===== src/hw/submult_fmt_pkg.sv =====
package submult_fmt_pkg;

  // Data and grid samples
  localparam int data_width     = 16;
  localparam int data_frac_bits = 12;

  // Scale operand
  localparam int scale_width     = 16;
  localparam int scale_frac_bits = 12;

  // Output format
  localparam int rslt_width     = 16;
  localparam int rslt_frac_bits = 12;

  // Full signed product of difference and scale
  localparam int prod_width = data_width + scale_width;

  // Product bit that lines up with the result binary point
  localparam int rslt_lsb = data_frac_bits + scale_frac_bits - rslt_frac_bits;

  typedef logic signed [data_width-1:0]  sample_t;
  typedef logic signed [scale_width-1:0] scale_t;
  typedef logic signed [rslt_width-1:0]  rslt_t;
  typedef logic signed [prod_width-1:0]  prod_t;

endpackage


===== src/hw/submult_stream_pkg.sv =====
package submult_stream_pkg;

  // Beat on the data or grid input
  typedef struct packed {
    submult_fmt_pkg::sample_t value;
    logic                     last;
  } sample_beat_t;

  // Beat on the scale input
  typedef struct packed {
    submult_fmt_pkg::scale_t value;
    logic                    last;
  } scale_beat_t;

  // Scale rides along with the difference to the multiplier
  typedef struct packed {
    submult_fmt_pkg::sample_t diff;
    submult_fmt_pkg::scale_t  scale;
    logic                     last;
  } diff_beat_t;

  // After the multiply stage
  typedef struct packed {
    submult_fmt_pkg::prod_t prod;
    logic                   last;
  } prod_beat_t;

endpackage


===== src/hw/stream_skid.sv =====
`timescale 1ns/1ps

module stream_skid #(
  parameter type payload_t = logic
) (
  input  logic     clk,
  input  logic     reset,
  input  payload_t in_data,
  input  logic     in_valid,
  output logic     in_ready,
  output payload_t out_data,
  output logic     out_valid,
  input  logic     out_ready
);

  payload_t skid_data;
  logic     skid_valid;
  logic     skid_valid_next;
  logic     in_fire;
  logic     load_main;

  assign in_fire = in_valid & in_ready;

  // Main entry may take a new beat when empty or being drained
  assign load_main = !out_valid | out_ready;

  // Skid entry fills only when a beat arrives while the output stalls
  assign skid_valid_next = load_main ? 1'b0 : (skid_valid | in_fire);

  always_ff @(posedge clk) begin
    if (reset) begin
      out_valid  <= 1'b0;
      skid_valid <= 1'b0;
      in_ready   <= 1'b0;
    end else begin
      if (load_main) begin
        out_valid <= skid_valid | in_fire;
      end
      skid_valid <= skid_valid_next;
      in_ready   <= !skid_valid_next;
    end
  end

  always_ff @(posedge clk) begin
    if (load_main) begin
      if (skid_valid) begin
        out_data <= skid_data;
      end else if (in_fire) begin
        out_data <= in_data;
      end
    end else if (in_fire) begin
      skid_data <= in_data;
    end
  end

  // Stalled output holds its beat
  a_out_hold: assert property (@(posedge clk) disable iff (reset)
    out_valid && !out_ready |=> out_valid && out_data == $past(out_data));

  // Ready drops once both entries hold a beat
  a_no_overrun: assert property (@(posedge clk) disable iff (reset)
    out_valid && !out_ready && in_fire |=> !in_ready);

endmodule


===== src/hw/frame_aligner.sv =====
`timescale 1ns/1ps

module frame_aligner (
  input  logic                     clk,
  input  logic                     reset,

  input  submult_fmt_pkg::sample_t data_tdata,
  input  logic                     data_tvalid,
  output logic                     data_tready,
  input  logic                     data_tlast,

  input  submult_fmt_pkg::sample_t grid_tdata,
  input  logic                     grid_tvalid,
  output logic                     grid_tready,
  input  logic                     grid_tlast,

  input  submult_fmt_pkg::scale_t  scale_tdata,
  input  logic                     scale_tvalid,
  output logic                     scale_tready,
  input  logic                     scale_tlast,

  output submult_fmt_pkg::sample_t join_data,
  output submult_fmt_pkg::sample_t join_grid,
  output submult_fmt_pkg::scale_t  join_scale,
  output logic                     join_last,
  output logic                     join_valid,
  input  logic                     join_ready
);

  submult_stream_pkg::sample_beat_t data_in;
  submult_stream_pkg::sample_beat_t data_head;
  submult_stream_pkg::sample_beat_t grid_in;
  submult_stream_pkg::sample_beat_t grid_head;
  submult_stream_pkg::scale_beat_t  scale_in;
  submult_stream_pkg::scale_beat_t  scale_head;

  logic data_head_valid;
  logic grid_head_valid;
  logic scale_head_valid;
  logic data_pop;
  logic grid_pop;
  logic scale_pop;
  logic join_fire;

  assign data_in  = '{value: data_tdata, last: data_tlast};
  assign grid_in  = '{value: grid_tdata, last: grid_tlast};
  assign scale_in = '{value: scale_tdata, last: scale_tlast};

  stream_skid #(
    .payload_t (submult_stream_pkg::sample_beat_t)
  ) u_data_skid (
    .clk       (clk),
    .reset     (reset),
    .in_data   (data_in),
    .in_valid  (data_tvalid),
    .in_ready  (data_tready),
    .out_data  (data_head),
    .out_valid (data_head_valid),
    .out_ready (data_pop)
  );

  stream_skid #(
    .payload_t (submult_stream_pkg::sample_beat_t)
  ) u_grid_skid (
    .clk       (clk),
    .reset     (reset),
    .in_data   (grid_in),
    .in_valid  (grid_tvalid),
    .in_ready  (grid_tready),
    .out_data  (grid_head),
    .out_valid (grid_head_valid),
    .out_ready (grid_pop)
  );

  stream_skid #(
    .payload_t (submult_stream_pkg::scale_beat_t)
  ) u_scale_skid (
    .clk       (clk),
    .reset     (reset),
    .in_data   (scale_in),
    .in_valid  (scale_tvalid),
    .in_ready  (scale_tready),
    .out_data  (scale_head),
    .out_valid (scale_head_valid),
    .out_ready (scale_pop)
  );

  // Three-way join
  assign join_valid = data_head_valid & grid_head_valid & scale_head_valid;
  assign join_last  = data_head.last & grid_head.last & scale_head.last;
  assign join_fire  = join_valid & join_ready;

  // A stream sitting on its last beat repeats it until all three end
  assign data_pop  = join_fire & (!data_head.last | join_last);
  assign grid_pop  = join_fire & (!grid_head.last | join_last);
  assign scale_pop = join_fire & (!scale_head.last | join_last);

  assign join_data  = data_head.value;
  assign join_grid  = grid_head.value;
  assign join_scale = scale_head.value;

  // Held last beats survive the join untouched
  a_data_held: assert property (@(posedge clk) disable iff (reset)
    join_valid && !join_last && data_head.last
      |=> data_head_valid && data_head == $past(data_head));

  a_grid_held: assert property (@(posedge clk) disable iff (reset)
    join_valid && !join_last && grid_head.last
      |=> grid_head_valid && grid_head == $past(grid_head));

  a_scale_held: assert property (@(posedge clk) disable iff (reset)
    join_valid && !join_last && scale_head.last
      |=> scale_head_valid && scale_head == $past(scale_head));

endmodule


===== src/hw/diff_scale_pipe.sv =====
`timescale 1ns/1ps

module diff_scale_pipe (
  input  logic                     clk,
  input  logic                     reset,

  input  submult_fmt_pkg::sample_t join_data,
  input  submult_fmt_pkg::sample_t join_grid,
  input  submult_fmt_pkg::scale_t  join_scale,
  input  logic                     join_last,
  input  logic                     join_valid,
  output logic                     join_ready,

  output submult_fmt_pkg::rslt_t   rslt_tdata,
  output logic                     rslt_tvalid,
  output logic                     rslt_tlast,
  input  logic                     rslt_tready
);

  submult_stream_pkg::diff_beat_t diff_in;
  submult_stream_pkg::diff_beat_t diff_out;
  submult_stream_pkg::prod_beat_t prod_in;
  submult_stream_pkg::prod_beat_t prod_out;

  logic diff_valid;
  logic diff_ready;

  // Subtract stage wraps at the sample width
  assign diff_in = '{
    diff:  submult_fmt_pkg::sample_t'(join_data - join_grid),
    scale: join_scale,
    last:  join_last
  };

  stream_skid #(
    .payload_t (submult_stream_pkg::diff_beat_t)
  ) u_diff_skid (
    .clk       (clk),
    .reset     (reset),
    .in_data   (diff_in),
    .in_valid  (join_valid),
    .in_ready  (join_ready),
    .out_data  (diff_out),
    .out_valid (diff_valid),
    .out_ready (diff_ready)
  );

  // Multiply stage keeps the full signed product
  assign prod_in = '{
    prod: submult_fmt_pkg::prod_t'(diff_out.diff) * submult_fmt_pkg::prod_t'(diff_out.scale),
    last: diff_out.last
  };

  stream_skid #(
    .payload_t (submult_stream_pkg::prod_beat_t)
  ) u_prod_skid (
    .clk       (clk),
    .reset     (reset),
    .in_data   (prod_in),
    .in_valid  (diff_valid),
    .in_ready  (diff_ready),
    .out_data  (prod_out),
    .out_valid (rslt_tvalid),
    .out_ready (rslt_tready)
  );

  // Slice at the output binary point drops the top bits
  assign rslt_tdata = prod_out.prod[submult_fmt_pkg::rslt_lsb +: submult_fmt_pkg::rslt_width];
  assign rslt_tlast = prod_out.last;

endmodule


===== src/hw/submult.sv =====
`timescale 1ns/1ps

module submult (
  input  logic                     clk,
  input  logic                     reset,

  input  submult_fmt_pkg::sample_t data_tdata,
  input  logic                     data_tvalid,
  output logic                     data_tready,
  input  logic                     data_tlast,

  input  submult_fmt_pkg::sample_t grid_tdata,
  input  logic                     grid_tvalid,
  output logic                     grid_tready,
  input  logic                     grid_tlast,

  input  submult_fmt_pkg::scale_t  scale_tdata,
  input  logic                     scale_tvalid,
  output logic                     scale_tready,
  input  logic                     scale_tlast,

  output submult_fmt_pkg::rslt_t   rslt_tdata,
  output logic                     rslt_tvalid,
  input  logic                     rslt_tready,
  output logic                     rslt_tlast
);

  submult_fmt_pkg::sample_t join_data;
  submult_fmt_pkg::sample_t join_grid;
  submult_fmt_pkg::scale_t  join_scale;
  logic                     join_last;
  logic                     join_valid;
  logic                     join_ready;

  frame_aligner u_aligner (
    .clk          (clk),
    .reset        (reset),
    .data_tdata   (data_tdata),
    .data_tvalid  (data_tvalid),
    .data_tready  (data_tready),
    .data_tlast   (data_tlast),
    .grid_tdata   (grid_tdata),
    .grid_tvalid  (grid_tvalid),
    .grid_tready  (grid_tready),
    .grid_tlast   (grid_tlast),
    .scale_tdata  (scale_tdata),
    .scale_tvalid (scale_tvalid),
    .scale_tready (scale_tready),
    .scale_tlast  (scale_tlast),
    .join_data    (join_data),
    .join_grid    (join_grid),
    .join_scale   (join_scale),
    .join_last    (join_last),
    .join_valid   (join_valid),
    .join_ready   (join_ready)
  );

  diff_scale_pipe u_pipe (
    .clk         (clk),
    .reset       (reset),
    .join_data   (join_data),
    .join_grid   (join_grid),
    .join_scale  (join_scale),
    .join_last   (join_last),
    .join_valid  (join_valid),
    .join_ready  (join_ready),
    .rslt_tdata  (rslt_tdata),
    .rslt_tvalid (rslt_tvalid),
    .rslt_tlast  (rslt_tlast),
    .rslt_tready (rslt_tready)
  );

endmodule


===== config.mk =====
export PLATFORM = sky130hd
export DESIGN_NAME = submult
export DESIGN_NICKNAME = d
export VERILOG_FILES = /design/src/hw/submult_fmt_pkg.sv /design/src/hw/submult_stream_pkg.sv /design/src/hw/stream_skid.sv /design/src/hw/frame_aligner.sv /design/src/hw/diff_scale_pipe.sv /design/src/hw/submult.sv
export SDC_FILE = /design/constraint.sdc
export NUM_CORES = 1
export LEC_CHECK = 0
export BUFFER_PORTS_ARGS = -buffer_cell sky130_fd_sc_hd__buf_2
export CORE_UTILIZATION = 40
export CTS_CLUSTER_DIAMETER = 120
export DETAILED_ROUTE_END_ITERATION = 16
export MAX_ROUTING_LAYER = met4
export SLEW_MARGIN = 20
export SYNTH_ARGS = -nofsm -noshare
export SYNTH_HDL_FRONTEND = slang
export SYNTH_SLANG_ARGS = --single-unit

===== constraint.sdc =====
create_clock -name clk -period 5.94 [get_ports clk]
set_clock_uncertainty 0.05 [all_clocks]
set_input_delay 0.297 -clock clk [delete_from_list [all_inputs] [get_ports clk]]
set_output_delay 0.297 -clock clk [all_outputs]
set_load 0.02 [all_outputs]

==> impl_metrics.tcl <==
set metrics [dict create \
    status "finished, violations left" \
    violations "negative setup slack" \
    tightest_slew_ps 1003 \
    port_buffers 77 \
    syn_nets 1848 \
    worstSkewPairLatency_ps 530 \
    grt.total_usage 0.1765 \
    max_slew_margin 0.3307 \
    cts_tree "built" \
    worstPathArrival_ps 6420 \
    drt_iter0_markers 601 \
    period_share 1.040 \
    synth_top_area_frac 0.3527 \
    ant_nets 0 \
    grt_pass1_vias 11780 \
    antenna_found_initial 0 \
    pre_cts_slack_ps -429.8 \
    fin_nets 2093 \
    worstSetupPathType "reg -> reg" \
    synth-main-ff-cell "edfxtp_1" \
    drive_gt1_frac 0.2363 \
    die_h_microns 209.4 \
    dieWidth_microns 209.4 \
    cts_root_buffer "clkbuf_16" \
    worstSetupStartpointType "flip-flop" \
    async_flop_share 0 \
    nFillCells 3711 \
    grt.overflow.total 0 \
    clkTransAtPathRegs_ps 70 \
    dp_hpwl_microns 28190 \
    synthToLayoutAreaGrowth_pct 20.60 \
    yosysWarnings 0 \
    seqCellArea_sq_um 6366 \
    cts_max_level 1 \
    cts.sinks 217 \
    drc 0 \
    drt_pass1_iterations 4 \
    synthTopCellsByCount "303 x inv_1, 229 x fa_1, 202 x edfxtp_1" \
    finalSetupViolCount 10 \
    netlist_top_cells_area "edfxtp_1 35%, fa_1 27%, inv_1 6.6%, ha_1 6.5%, mux2_2 6.0%" \
    wire_per_inst_microns 15.71 \
    netlist_area_sq_um 17200 \
    finalWorstSetupSlack_ps -237.1 \
    synth_edf_count 202 \
    finalHoldViolations 0 \
    whs_ps 60.79 \
    vias_per_cell 4.774 \
    p_total_mw 4.073 \
    grt_max_degree 45 \
    cts_buffers 23 \
    io_pins 78 \
    drv_cap 0 \
    vias 10860 \
    clock.fmax_ghz 0.1619 \
    p_leak_nw 9.079 \
    min_period_ps 6177 \
    multi_input_area_sq_um 9834 \
    core.rowCount 75 \
    peakVddDrop_mv 0.1771 \
    power_density_nw_per_um2 196.4 \
    crit_fanout 4 \
    end_kind "flip-flop" \
    seq_area_frac_synth 0.3701 \
    synth.distinct_cells 49 \
    ys_ff_latch 217 \
    antenna_cells 0 \
    slew_violations 0 \
    gp_congestion 0.9129 \
    post-place-cells 2152 \
    dieArea_sq_um 43830 \
    detail_route.wirelength_microns 35730 \
    grt_pass1_wl_microns 59860 \
    syn_area_per_cell_sq_um 11.68 \
    clockBufferDepth 3 \
    stdcell_count 2274 \
    critPathRequiredTime_ps 6180 \
    synth.most_common_cell "inv_1" \
    coreArea_sq_um 42130 \
    synth_cells 1473 \
    hold_path.class "in -> reg" \
    rsz0062_at_grt "yes" \
    start_util 0.4082 \
    synth_largest_area_cell "edfxtp_1" \
]
[worst max-delay path: stages, from the launching register on]
cell      delay [ps]
edfxtp_1         480
buf_6            150
buf_6            100
nand2_4           40
fa_1             480
inv_1             50
fa_1             490
inv_2             40
fa_1             550
inv_1             70
fa_1             460
fa_1             490
inv_1             50
fa_1             490
inv_2             40
ha_4             200
a21o_1           170
a21o_1           160
a21o_1           180
or3_4            410
o221ai_4         220
a21o_1           210
a31oi_2          110
o31a_1           250
[final cells by class]
type / instances / share of cell area
multi-input cells: 907 / 0.4741
flip-flops and latches: 217 / 0.3069
repair buffers: 265 / 0.09694
inverters: 304 / 0.05501
well taps: 539 / 0.03251
clock buffers: 34 / 0.03167
clock inverters: 8 / 0.002835
[cells in the final DEF, fill, tap and decap left out, types with 20 or more instances in the layout]
master         count
a21oi_1           20
and2_1           112
buf_2             77
buf_4            121
clkbuf_16         23
dlygate4sd3_1     51
edfxtp_1         202
fa_1             217
ha_1              81
inv_1            294
mux2_2            90
nand2_1          140
nor2_1            42
xnor2_1           32
[logic make-up (layout without fill, tap and decap cells)]
kind of cell | count (synthesis) | in the layout | share of synthesized area
and+or+nand+nor | 365 | 365 | 0.1049
buffers and inverters | 349 | 611 | 0.07617
adders and majority gates | 318 | 318 | 0.3313
DFF | 217 | 217 | 0.3701
AOI/OAI and AO/OA | 91 | 91 | 0.03652
muxes | 91 | 91 | 0.05958
xor gates and xnor gates | 42 | 42 | 0.02139
[power breakdown]
group / leakage [nW] / internal [mW] / switching, mW / total [mW]
clock network: 0.348 / 0.772 / 0.596 / 1.37
logic: 6.77 / 0.472 / 0.453 / 0.925
registers: 1.96 / 1.76 / 0.0156 / 1.78
[state kept, by name (all words and copies together) (netlist names), 17 cells and up]
name / count
u_aligner.u_data_skid.skid_data: 17
u_aligner.u_grid_skid.out_data: 17
u_aligner.u_scale_skid.skid_data: 17
u_aligner.u_scale_skid.out_data: 17
u_pipe.u_diff_skid.skid_data: 33
u_aligner.u_data_skid.out_data: 17
u_aligner.u_grid_skid.skid_data: 17
u_pipe.u_prod_skid.out_data: 17
u_pipe.u_diff_skid.out_data: 33
u_pipe.u_prod_skid.skid_data: 17
[per-stage QoR]
step | TNS [ps] | utilization | instance area, sq um
after global placement | -2063 | 0.4499 | 18960
after detailed placement | -3418 | 0.4499 | 18960
final | -1507 | 0.4923 | 20740
after global routing | -3391 | 0.4923 | 20740
after floorplan | 0 | - | 17250
after CTS | -1565 | 0.4852 | 20440
[worst paths after layout]
kind                                           start                               to  slack, ps  depth (start not counted)
setup / recovery     u_pipe.u_diff_skid.out_data[24]  u_pipe.u_prod_skid.out_data[28]       -240                         23
setup reg to reg     u_pipe.u_diff_skid.out_data[24]  u_pipe.u_prod_skid.out_data[28]       -240                         23
hold reg to reg   u_aligner.u_scale_skid.out_data[1]  u_pipe.u_diff_skid.skid_data[1]        400                          0
hold / removal                                 reset   u_aligner.u_data_skid.in_ready         60                          2
[repair_timing]
item / in CTS / in global routing
pin swaps: 29 / 43
endpoints found under the setup margin: 16 / 21
gates resized for setup: 33 / 46
hold buffers: 51 / 0
buffers inserted: 17 / 13
hold endpoints to repair: 51 / 0
[per-layer routing]
layer,share of wire,GRT usage,vias to the layer above
met3,0.034,0.01975,58
li1,-,-,5172
met5,0,-,-
met1,0.44,0.2196,5442
met2,0.50,0.3070,183
met4,0.024,0.04386,0
Note: power is estimated with default switching activity, not from simulation.
